$ cat src/hdl/lsu_pkg.sv
// Shared LSU types for a 32-bit little-endian bus; no misaligned split and at most two accesses in flight
`default_nettype none

package lsu_pkg;

  ////////////////////////////////////////////////////////////////////////////
  // Widths and limits
  ////////////////////////////////////////////////////////////////////////////

  localparam int unsigned XLEN            = 32; // Data and address width
  localparam int unsigned BE_W            = 4;  // Byte lanes per word
  localparam int unsigned OFS_W           = 2;  // Byte offset within a word
  localparam int unsigned MAX_OUTSTANDING = 2;  // Accesses in flight on the bus
  localparam int unsigned CNT_W           = 2;  // Holds 0..MAX_OUTSTANDING

  // Access size, same encoding as funct3[1:0] of loads and stores
  typedef enum logic [1:0] {
    SIZE_BYTE = 2'b00,
    SIZE_HALF = 2'b01,
    SIZE_WORD = 2'b10
  } lsu_size_e;

  ////////////////////////////////////////////////////////////////////////////
  // Core side
  ////////////////////////////////////////////////////////////////////////////

  // One load or store from execute
  typedef struct packed {
    logic [XLEN-1:0] base;      // rs1
    logic [XLEN-1:0] offset;    // Immediate, already sign extended
    lsu_size_e       size;
    logic            sign_ext;  // Load is signed (LB/LH)
    logic            we;        // Store
    logic [XLEN-1:0] wdata;     // rs2, unaligned
  } lsu_req_t;

  // Write-back result, also given for stores
  typedef struct packed {
    logic [XLEN-1:0] rdata;     // Zero for stores
    logic            err;       // Bus error on this access
    logic            we;
    logic [XLEN-1:0] addr;      // Faulting address when err is set
  } lsu_result_t;

  ////////////////////////////////////////////////////////////////////////////
  // Bus side
  ////////////////////////////////////////////////////////////////////////////

  typedef struct packed {
    logic [XLEN-1:0] addr;      // Byte address as computed
    logic            we;
    logic [BE_W-1:0] be;
    logic [XLEN-1:0] wdata;     // Already on its byte lanes
  } bus_req_t;

  typedef struct packed {
    logic [XLEN-1:0] rdata;     // Full word
    logic            err;
  } bus_resp_t;

  // Per access bookkeeping kept until its response
  typedef struct packed {
    lsu_size_e        size;
    logic             sign_ext;
    logic             we;
    logic [OFS_W-1:0] byte_ofs; // Lane of the lowest byte
    logic [XLEN-1:0]  addr;
  } txn_info_t;

endpackage

`default_nettype wire

$ cat src/hdl/lsu_rdata_align.sv
// Response-side datapath; combinational, head_i must describe the access that bus_resp_i answers
`timescale 1ns/1ps
`default_nettype none

module lsu_rdata_align
(
  input  lsu_pkg::txn_info_t  head_i,        // Oldest outstanding access
  input  logic                bus_rvalid_i,
  input  lsu_pkg::bus_resp_t  bus_resp_i,
  output logic                result_valid_o,
  output lsu_pkg::lsu_result_t result_o
);

  logic [lsu_pkg::XLEN-1:0] rdata_sh;        // Addressed byte moved to lane 0
  logic [7:0]               byte_val;
  logic [15:0]              half_val;
  logic                     sign_b;          // Fill bit for bytes
  logic                     sign_h;          // Fill bit for halfwords
  logic [lsu_pkg::XLEN-1:0] rdata_ext;

  ////////////////////////////////////////////////////////////////////////////
  // Lane selection
  ////////////////////////////////////////////////////////////////////////////

  // Shift right by whole bytes, word accesses always have offset zero
  assign rdata_sh = bus_resp_i.rdata >> {head_i.byte_ofs, 3'b000};

  assign byte_val = rdata_sh[7:0];
  assign half_val = rdata_sh[15:0];      // Offset 3 never reaches here

  ////////////////////////////////////////////////////////////////////////////
  // Extension
  ////////////////////////////////////////////////////////////////////////////

  assign sign_b = head_i.sign_ext && byte_val[7];
  assign sign_h = head_i.sign_ext && half_val[15];

  always_comb
  begin
    case (head_i.size)
      lsu_pkg::SIZE_BYTE:
      begin
        rdata_ext = {{(lsu_pkg::XLEN-8){sign_b}}, byte_val};
      end
      lsu_pkg::SIZE_HALF:
      begin
        rdata_ext = {{(lsu_pkg::XLEN-16){sign_h}}, half_val};
      end
      default:
      begin
        rdata_ext = bus_resp_i.rdata;    // Word, passed as is
      end
    endcase
  end

  ////////////////////////////////////////////////////////////////////////////
  // Result
  ////////////////////////////////////////////////////////////////////////////

  assign result_valid_o = bus_rvalid_i;  // Same cycle as the response

  always_comb
  begin
    result_o.rdata = head_i.we ? '0 : rdata_ext;  // Stores return zero
    result_o.err   = bus_resp_i.err;
    result_o.we    = head_i.we;
    result_o.addr  = head_i.addr;        // Address of the access, for mtval
  end

endmodule

`default_nettype wire

$ cat src/hdl/lsu_req_gen.sv
// Request-side datapath; purely combinational, relies on req_i being held stable until consumed
`timescale 1ns/1ps
`default_nettype none

module lsu_req_gen
(
  input  lsu_pkg::lsu_req_t  req_i,      // Request in execute
  output lsu_pkg::bus_req_t  bus_o,      // Bus request payload
  output lsu_pkg::txn_info_t info_o,     // Bookkeeping for the response
  output logic               aligned_o   // Access may go to the bus
);

  logic [lsu_pkg::XLEN-1:0]   addr;      // Effective address
  logic [lsu_pkg::OFS_W-1:0]  ofs;       // Byte offset in word
  logic [lsu_pkg::BE_W-1:0]   be_mask;   // Lanes at offset zero
  logic [lsu_pkg::BE_W-1:0]   be;
  logic [2*lsu_pkg::XLEN-1:0] wdata_dbl; // Doubled word for the rotate
  logic [lsu_pkg::XLEN-1:0]   wdata_rot;

  ////////////////////////////////////////////////////////////////////////////
  // Address and alignment
  ////////////////////////////////////////////////////////////////////////////

  assign addr = req_i.base + req_i.offset;
  assign ofs  = addr[lsu_pkg::OFS_W-1:0];

  // Halfword may sit at offsets 0..2, word only at 0
  always_comb
  begin
    case (req_i.size)
      lsu_pkg::SIZE_BYTE: aligned_o = 1'b1;
      lsu_pkg::SIZE_HALF: aligned_o = (ofs != 2'b11);
      default:            aligned_o = (ofs == 2'b00); // Word, and the unused code
    endcase
  end

  ////////////////////////////////////////////////////////////////////////////
  // Byte enables
  ////////////////////////////////////////////////////////////////////////////

  // Contiguous lanes for the size, before the offset is applied
  always_comb
  begin
    case (req_i.size)
      lsu_pkg::SIZE_BYTE: be_mask = 4'b0001;
      lsu_pkg::SIZE_HALF: be_mask = 4'b0011;
      default:            be_mask = 4'b1111;
    endcase
  end

  // Shift up to the first lane; lanes above bit 3 fall off,
  // which only happens for misaligned requests that never issue
  assign be = be_mask << ofs;

  ////////////////////////////////////////////////////////////////////////////
  // Store data steering
  ////////////////////////////////////////////////////////////////////////////

  // Rotate left by whole bytes so wdata[7:0] lands on lane ofs
  assign wdata_dbl = {req_i.wdata, req_i.wdata} << {ofs, 3'b000};
  assign wdata_rot = wdata_dbl[2*lsu_pkg::XLEN-1:lsu_pkg::XLEN]; // Upper half holds the rotation

  ////////////////////////////////////////////////////////////////////////////
  // Outputs
  ////////////////////////////////////////////////////////////////////////////

  always_comb
  begin
    bus_o.addr  = addr;          // Not word aligned, slave uses be
    bus_o.we    = req_i.we;
    bus_o.be    = be;
    bus_o.wdata = wdata_rot;
  end

  // What the aligner needs once the response comes back
  always_comb
  begin
    info_o.size     = req_i.size;
    info_o.sign_ext = req_i.sign_ext;
    info_o.we       = req_i.we;
    info_o.byte_ofs = ofs;
    info_o.addr     = addr;      // For error reporting
  end

endmodule

`default_nettype wire

$ cat src/hdl/lsu_top.sv
// Load/store unit top; zero-cycle core to bus path, combinational result on rvalid, no back-pressure on results
`timescale 1ns/1ps
`default_nettype none

module lsu_top
(
  input  logic                 clk,
  input  logic                 rst_n,

  // Execute request
  input  logic                 req_valid_i,
  output logic                 req_ready_o,
  input  lsu_pkg::lsu_req_t    req_i,
  output logic                 misaligned_o,   // Fault strobe, request consumed

  // Bus request channel
  output logic                 bus_req_o,
  input  logic                 bus_gnt_i,
  output lsu_pkg::bus_req_t    bus_o,

  // Bus response channel
  input  logic                 bus_rvalid_i,
  input  lsu_pkg::bus_resp_t   bus_resp_i,

  // Write-back
  output logic                 result_valid_o,
  output lsu_pkg::lsu_result_t result_o
);

  lsu_pkg::txn_info_t info;     // Execute side bookkeeping
  lsu_pkg::txn_info_t head;     // Oldest access in flight
  logic               aligned;

  ////////////////////////////////////////////////////////////////////////////
  // Execute side
  ////////////////////////////////////////////////////////////////////////////

  lsu_req_gen i_lsu_req_gen
  (
    .req_i     ( req_i   ),
    .bus_o     ( bus_o   ),
    .info_o    ( info    ),
    .aligned_o ( aligned )
  );

  // Issue control and the buffer of accesses in flight
  lsu_txn_queue i_lsu_txn_queue
  (
    .clk          ( clk          ),
    .rst_n        ( rst_n        ),
    .req_valid_i  ( req_valid_i  ),
    .aligned_i    ( aligned      ),
    .info_i       ( info         ),
    .bus_req_o    ( bus_req_o    ),
    .bus_gnt_i    ( bus_gnt_i    ),
    .bus_rvalid_i ( bus_rvalid_i ),
    .req_ready_o  ( req_ready_o  ),
    .misaligned_o ( misaligned_o ),
    .head_o       ( head         )
  );

  ////////////////////////////////////////////////////////////////////////////
  // Response side
  ////////////////////////////////////////////////////////////////////////////

  lsu_rdata_align i_lsu_rdata_align
  (
    .head_i         ( head           ),
    .bus_rvalid_i   ( bus_rvalid_i   ),
    .bus_resp_i     ( bus_resp_i     ),
    .result_valid_o ( result_valid_o ),
    .result_o       ( result_o       )
  );

endmodule

`default_nettype wire

$ cat src/hdl/lsu_txn_queue.sv
// Issue control and response bookkeeping; responses must come in order, one per grant, never in the grant cycle
`timescale 1ns/1ps
`default_nettype none

module lsu_txn_queue
(
  input  logic               clk,
  input  logic               rst_n,

  // Execute handshake
  input  logic               req_valid_i,
  input  logic               aligned_i,    // From request generator
  input  lsu_pkg::txn_info_t info_i,       // Pushed on grant

  // Bus handshake
  output logic               bus_req_o,
  input  logic               bus_gnt_i,
  input  logic               bus_rvalid_i,

  output logic               req_ready_o,
  output logic               misaligned_o, // Single cycle fault strobe
  output lsu_pkg::txn_info_t head_o        // Oldest outstanding access
);

  logic [lsu_pkg::CNT_W-1:0] cnt_q;        // Accesses in flight
  logic [lsu_pkg::CNT_W-1:0] cnt_d;
  logic                      slot_free;
  logic                      push;         // Accepted on the bus
  logic                      pop;          // Response this cycle

  logic [$clog2(lsu_pkg::MAX_OUTSTANDING)-1:0] wr_ptr_q;
  logic [$clog2(lsu_pkg::MAX_OUTSTANDING)-1:0] rd_ptr_q;

  lsu_pkg::txn_info_t info_mem [0:lsu_pkg::MAX_OUTSTANDING-1];

  ////////////////////////////////////////////////////////////////////////////
  // Issue gating
  ////////////////////////////////////////////////////////////////////////////

  // A response in this cycle frees its slot right away
  assign slot_free = (cnt_q < lsu_pkg::CNT_W'(lsu_pkg::MAX_OUTSTANDING)) || bus_rvalid_i;

  assign bus_req_o    = req_valid_i && aligned_i && slot_free;
  assign push         = bus_req_o && bus_gnt_i;
  assign pop          = bus_rvalid_i;
  assign misaligned_o = req_valid_i && !aligned_i;   // Dropped without bus access

  // Aligned requests leave execute in the grant cycle
  assign req_ready_o  = push || misaligned_o;

  ////////////////////////////////////////////////////////////////////////////
  // Outstanding counter
  ////////////////////////////////////////////////////////////////////////////

  always_comb
  begin
    case ({push, pop})
      2'b10:   cnt_d = cnt_q + lsu_pkg::CNT_W'(1);
      2'b01:   cnt_d = cnt_q - lsu_pkg::CNT_W'(1);
      default: cnt_d = cnt_q;                        // Idle, or both cancel
    endcase
  end

  always_ff @(posedge clk, negedge rst_n)
  begin
    if (!rst_n)
    begin
      cnt_q    <= '0;
      wr_ptr_q <= '0;
      rd_ptr_q <= '0;
    end
    else
    begin
      cnt_q <= cnt_d;
      if (push)
        wr_ptr_q <= wr_ptr_q + 1'b1;                 // Wraps at depth
      if (pop)
        rd_ptr_q <= rd_ptr_q + 1'b1;
    end
  end

  ////////////////////////////////////////////////////////////////////////////
  // Info buffer
  ////////////////////////////////////////////////////////////////////////////

  // Payload only; the pointers say which entries are live.
  // When full, push and pop hit the same entry, and head_o still
  // shows the old one for the response in that cycle
  always_ff @(posedge clk)
  begin
    if (push)
      info_mem[wr_ptr_q] <= info_i;
  end

  assign head_o = info_mem[rd_ptr_q];

endmodule

`default_nettype wire

$ cat config.mk
export PLATFORM = sky130hd
export DESIGN_NAME = lsu_top
export DESIGN_NICKNAME = d
export VERILOG_FILES = /design/src/hdl/lsu_pkg.sv /design/src/hdl/lsu_rdata_align.sv /design/src/hdl/lsu_req_gen.sv /design/src/hdl/lsu_top.sv /design/src/hdl/lsu_txn_queue.sv
export SDC_FILE = /design/constraint.sdc
export NUM_CORES = 1
export LEC_CHECK = 0
export BUFFER_PORTS_ARGS = -buffer_cell sky130_fd_sc_hd__buf_2
export CAP_MARGIN = 20
export CORE_MARGIN = 2
export CORE_UTILIZATION = 48
export CTS_CLUSTER_SIZE = 16
export DETAILED_ROUTE_END_ITERATION = 10
export PLACE_DENSITY = 0.82
export SYNTH_ARGS = -nofsm -noshare
export SYNTH_HDL_FRONTEND = slang
export SYNTH_SLANG_ARGS = --single-unit
$ cat constraint.sdc
create_clock -name clk -period 4.9 [get_ports clk]
set_clock_uncertainty 0.15 [all_clocks]
set_input_delay 0.98 -clock clk [delete_from_list [all_inputs] [get_ports clk]]
set_output_delay 0.98 -clock clk [all_outputs]
set_load 0.05 [all_outputs]
== After elaboration in Yosys (flattened, before gate mapping) ==
Memory sizes are Yosys's and may differ from the RTL's.
Index checks and enable logic that the tools add are counted.
Word-level totals
  memories: 1
  output and inout bits: 139
  memory bits (writable): 76
  input bits: 138
  bits in registers: 4
  word-level logic and storage cells: 38
Cells by class
  shift-type cells: 3
  add/sub/neg operators: 5
  $lt $le $gt $ge: 1
  muxes and demuxes: 7
  reductions and logical operators: 13
  equal/unequal tests: 5
Memory list
  i_lsu_txn_queue.info_mem: words 2, width 38, rd ports 1, clocked after Yosys merged registers in 0, write ports 1, line lsu_txn_queue.sv:34  | lsu_pkg::txn_info_t info_mem [0:lsu_pkg::MAX_OUTSTANDING-1];
Operators by type and width (count)
  case mux 32 bit (2 select lines): 1
  << shifter 64 x 5 -> 64 bit: 1
  adder 32 bit: 1
  two-way mux 32 bit: 1
  right shift 32 x 5 -> 16 bit: 1
  case mux 4 bit (2 select lines): 1
  equality test 2 x 1 -> 1 bit, second input constant: 3
  logical AND 1 bit: 6
  zero test 2 bit: 3
  case mux 2 bit (2 select lines): 1
  << shifter 4 x 2 -> 4 bit: 1
  adder 1 bit, second input constant: 2
  adder 2 x 1 -> 2 bit, second input constant: 1
  equality test 2 bit, second input constant: 1
  logical OR 1 bit: 2
  < comparator 2 bit, second input constant: 1
  two-way mux 1 bit: 2
  inequality test 2 bit, second input constant: 1
  case mux 1 bit (2 select lines): 1
  nonzero test 2 bit: 1
  subtractor 2 x 1 -> 2 bit, second input constant: 1
  zero test 1 bit: 1

== Logic depth before layout (Yosys ltp) ==
  depth in word-level cells: 8
  depth in mapped cells: 10
  mapped depth without buffers: 10

== Modules after synthesis ==
Synthesis repeated with hierarchy kept, for this count alone.
Second synthesis, totals
  cell total of the unflattened synthesis: 649
  area, all modules: 7028.0 µm²
By module, submodules not included
  lsu_txn_queue: instances 1, area an instance 2995.4 µm², cells an instance 137, sequential area each 2382.3 µm²
  lsu_req_gen: instances 1, area an instance 2982.9 µm², cells an instance 356, sequential area each 0.0 µm²
  lsu_rdata_align: instances 1, area an instance 1049.8 µm², cells an instance 156, sequential area each 0.0 µm²

== Worst setup path after synthesis ==
OpenSTA, ideal clock, no wires.
  path kind: input port to flip-flop
  from: input req_i[36] in the netlist's numbering
  to: memory i_lsu_txn_queue.info_mem[0][10] in the netlist's numbering, enable pin
  arrival: 4.875 ns
  data required time: 4.321 ns
  slack: -0.555 ns
  stages on the path: 7
  buffers on the path: 0
  setup time: 0.429 ns
  path through: ha_1 fa_1 a21o_1 a22o_1 nor2_1 nand2_1 nor2_1
RTL lines
  start: declaration: line lsu_top.sv:13  | input lsu_pkg::lsu_req_t req_i,
  end: declaration: line lsu_txn_queue.sv:34

==> results summary <==
The die area came out at about 13000 µm². The final non-filler cell area is 7895 µm². The number of register bits inferred by synthesis is 76. Cells fill roughly 65% of the core in the end. The starting density of the core is around half. Wires add up to ~16000 µm.

Power spread over the standard cell area amounts to roughly 500 nW/µm². IR analysis of the VDD net gives a maximum drop of between 0.0003 and 0.0004 V. The worst setup path is of the in2out kind. In the final routing, the length of wire on met1 measures between 6000 and 7000 µm. The number of pins exceeding their max-slew limit in the final report came out at 0. The via count of the first global-routing pass came out at approximately 5100.

The maximum count of clock buffers along a single path is 2. The highest achievable clock rate came out at ~0.21 GHz. The worst setup path is captured at an output pin.

The number of top-level pins is between 200 and 300. The slew of the pin with the lowest slew margin is just over 0.9 ns. In the final design database the tool counted ~980 nets. The startpoint identified for the worst register-to-register timing path is i_lsu_txn_queue.cnt_q[1]$_DFFE_PN0P_. The topmost layer with routed signal wires is met4.

Adding up every negative setup slack in the final design gives 0 ns. The count of flip-flops with a built-in enable after synthesis came out at 72. In the synthesized netlist, the number of instances is ~540. In the routed design, unresolved DRC markers number 0.

The static leakage came out at about 0.0034 µW. The row count came out at 40. The reg-to-reg critical path endpoint is i_lsu_txn_queue.info_mem[1][2]$_DFFE_PP_. After filler insertion, the fill cell instance count of the layout stands at 980. The worst pin sits at a relative slew slack of 39.67%.

The global-route wire length before repair came out at approximately 25000 µm. The worst-case setup margin in the final layout came out at about 0.17 ns. TritonCTS built the clock tree. The count of cell types in the netlist is 62. The wire length on met2 is 8485 µm. The length of the first detailed-routing pass in iterations is 5. The standard cell core area came out at between 10000 and 15000 µm². The path class of the tightest hold or removal check is in2async. 0 antenna diodes ended up in the layout.

The register-to-register setup slack is between 2 and 3 ns. The flow ran to the end, and the final reports show no timing, DRC or antenna violations. The final critical-path required period is 4.731 ns. The final global-route overflow total is 0. The count of warnings emitted by yosys is 0. The max-capacitance violation count is 0. The total via count after detailed routing came out at ~5600. In this run, the number of DRC markers left after iteration 0 of detailed routing was 262. The mean instance size in the synthesized netlist came out at 11.09 µm². The number of vias per cell is 5.678.

Timing analysis after detailed placement gives a worst setup slack of between 0.15 and 0.2 ns. The H-tree generated during clock tree synthesis spans 3 levels. Setup repair after global routing left no endpoint under its margin. The layout-stage area growth over the synthesis result came out at 31.40%.

After synthesis, flip-flops and latches occupy 37.65% of the total area. The met3 wire length came out at around 1100 µm. The startpoint type of the worst setup path is an input pin. The quantity of hold-fixing buffers added after cts came out at 0.

The clock transition at the registers of the reported paths came out at roughly 0.06 ns. After detailed placement, the total cell area comes to about 7600 µm². The global router's overall resource usage is 23.18%. The total clock buffers created by CTS came out at 9. The number of cells traversed by the worst register-to-register path came out at 4.

Once detail routing completed, the nets flagged for antenna violations numbered 0. The setup-violating endpoint count in the final report is 0. The fraction of registers with async set/reset is about 5.3%. Buffers placed on the I/O ports in this run total around 270.

Dividing the detail-routed wire length by the instance count gives ~17 µm. At the end of routability-driven placement, the weighted congestion stood at 0.9110. The vertical extent of the die is around 120 µm. STA puts the critical path data arrival time at about 3.6 ns. Cells with a size suffix above 1 make up 47.10% of the layout. The HPWL after detailed placement is about 13000 µm. The synthesized netlist net count came out at approximately 700.

The later pin in the worst-skew pair is clocked with a latency of ~0.33 ns. The largest net degree at the start of global routing came out at 38. The final standard cell count with taps included and fillers excluded came out at just under 1000. The required arrival time at the worst endpoint is 3.77 ns. The worst-path maximum fanout is 4. The total count of hold-check failures in the final report is 0. The tree built by TritonCTS fans out to between 70 and 80 sinks. The netlist area before placement came out at between 6000 and 7000 µm². The tree is rooted in a sky130_fd_sc_hd__clkbuf_16. In this run, placement finished with an instance count of between 900 and 1000. Among all flip-flop cells after synthesis, the most frequent one is sky130_fd_sc_hd__edfxtp_1.

The number of antenna violations at the first check in global routing came out at 0. The x dimension of the die is around 120 µm. The part of the cycle the worst path needs is a little under 100%.
-- cells by family after synthesis --
family,count (synthesis),share of synthesized area (%)
xor gates and xnor gates,33,4.811
AOI/OAI and AO/OA,179,19.22
muxes,75,20.22
adders and majority gates,33,6.997
and+or+nand+nor,105,8.039
DFF,76,37.65
buffers and inverters,41,3.061
-- cell usage after synthesis, types with 9 or more instances --
cell                        n  area, µm²
sky130_fd_sc_hd__mux4_2    32      720.7
sky130_fd_sc_hd__clkbuf_1  16      60.06
sky130_fd_sc_hd__a21o_1    14      105.1
sky130_fd_sc_hd__ha_1      32      400.4
sky130_fd_sc_hd__nor3_1     9      45.04
sky130_fd_sc_hd__nor2_1    21      78.83
sky130_fd_sc_hd__edfxtp_1  72       2162
sky130_fd_sc_hd__a21oi_1   46      230.2
sky130_fd_sc_hd__o21a_1    22      165.2
sky130_fd_sc_hd__xnor2_1   20      175.2
sky130_fd_sc_hd__mux2i_1   10      100.1
sky130_fd_sc_hd__xor2_1    13      113.9
sky130_fd_sc_hd__mux2_2    31      349.1
sky130_fd_sc_hd__nand2_1   47      176.4
sky130_fd_sc_hd__o21ai_0   51      255.2
sky130_fd_sc_hd__inv_1     13      48.80
-- power breakdown --
group | switching, µW | internal (µW) | leakage (µW)
logic | 1750 | 673 | 0.00256
clock network | 260 | 465 | 0.000161
registers | 39.8 | 805 | 0.000698
total | 2050 | 1940 | 0.00341
-- layout make-up --
cell class,instances,area (µm²),share of cell area [%]
repair buffers,281,1451,18.38
inverters,13,48.80,0.6181
well taps,168,210.2,2.662
multi-input cells,425,3586,45.42
flip-flops and latches,76,2263,28.67
clock buffers,10,239.0,3.027
clock inverters,6,96.34,1.220
-- how the worst max path moves through the flow --
stage / slack, ns / cells past startpoint / to / from
final: 0.17 / 11 / bus_o[63] / req_i[36]
after global routing: 0.01 / 12 / bus_o[53] / req_i[36]
after CTS: 0.18 / 11 / bus_o[63] / req_i[36]
after detailed placement: 0.18 / 11 / bus_o[63] / req_i[36]
after global placement: 0.22 / 11 / bus_o[63] / req_i[36]
after floorplan: 0.01 / 7 / bus_o[34] / req_i[36]
-- layout by cell type (no fill, tap or decap), types with 3 or more instances in the layout --
cell type / instances
sky130_fd_sc_hd__o21ai_1: 3
sky130_fd_sc_hd__a31oi_1: 5
sky130_fd_sc_hd__ha_1: 31
sky130_fd_sc_hd__nor3_1: 9
sky130_fd_sc_hd__buf_2: 273
sky130_fd_sc_hd__a211oi_1: 6
sky130_fd_sc_hd__dfrtp_1: 3
sky130_fd_sc_hd__xor2_1: 13
sky130_fd_sc_hd__a21oi_1: 45
sky130_fd_sc_hd__mux2i_1: 10
sky130_fd_sc_hd__o31a_1: 3
sky130_fd_sc_hd__and3_1: 3
sky130_fd_sc_hd__clkbuf_16: 9
sky130_fd_sc_hd__xnor2_1: 20
sky130_fd_sc_hd__nor2_1: 20
sky130_fd_sc_hd__a21o_1: 14
sky130_fd_sc_hd__mux4_2: 32
sky130_fd_sc_hd__nand2_1: 47
sky130_fd_sc_hd__o211ai_1: 7
sky130_fd_sc_hd__o21ai_0: 51
sky130_fd_sc_hd__edfxtp_1: 72
sky130_fd_sc_hd__nand4_1: 4
sky130_fd_sc_hd__nand3_1: 7
sky130_fd_sc_hd__nand2b_1: 3
sky130_fd_sc_hd__inv_1: 13
sky130_fd_sc_hd__mux2_2: 31
sky130_fd_sc_hd__buf_4: 5
sky130_fd_sc_hd__o21a_1: 22
-- worst max-delay path, cell delays in order --
cell,delay [ns]
sky130_fd_sc_hd__buf_2,0.10
sky130_fd_sc_hd__ha_2,0.18
sky130_fd_sc_hd__fa_2,0.35
sky130_fd_sc_hd__a21o_1,0.21
sky130_fd_sc_hd__a221oi_2,0.29
sky130_fd_sc_hd__o22a_1,0.22
sky130_fd_sc_hd__a21oi_2,0.10
sky130_fd_sc_hd__and3_1,0.17
sky130_fd_sc_hd__or4_1,0.41
sky130_fd_sc_hd__xor2_1,0.26
sky130_fd_sc_hd__buf_2,0.33
-- what timing repair did --
| action | in CTS | in global routing |
|---|---|---|
| endpoints found under the setup margin | 0 | 1 |
| hold endpoints to repair | 0 | 0 |
| resized for setup | 0 | 1 |
| setup buffers | 0 | 0 |
-- routing by layer --
metal / vias to the layer above / GRT usage [%]
met1: 2615 / 26.80
li1: 2646 / -
met2: 266 / 42.18
met5: - / 0
met4: 0 / 9.444
met3: 32 / 4.446
-- per-stage QoR --
stage	hold slack [ns]	power, µW
floorplan	0.3159	2762
global placement	0.3338	3265
detailed placement	0.3459	3281
CTS	0.2849	4010
global route	0.2856	4171
finish	0.2900	3997
-- flip-flops by register name (all words and copies together), names as in the netlist --
name / flops
i_lsu_txn_queue.cnt_q: 2
i_lsu_txn_queue.info_mem: 72
i_lsu_txn_queue.rd_ptr_q: 1
i_lsu_txn_queue.wr_ptr_q: 1
Power figures use the tool's default switching activity.
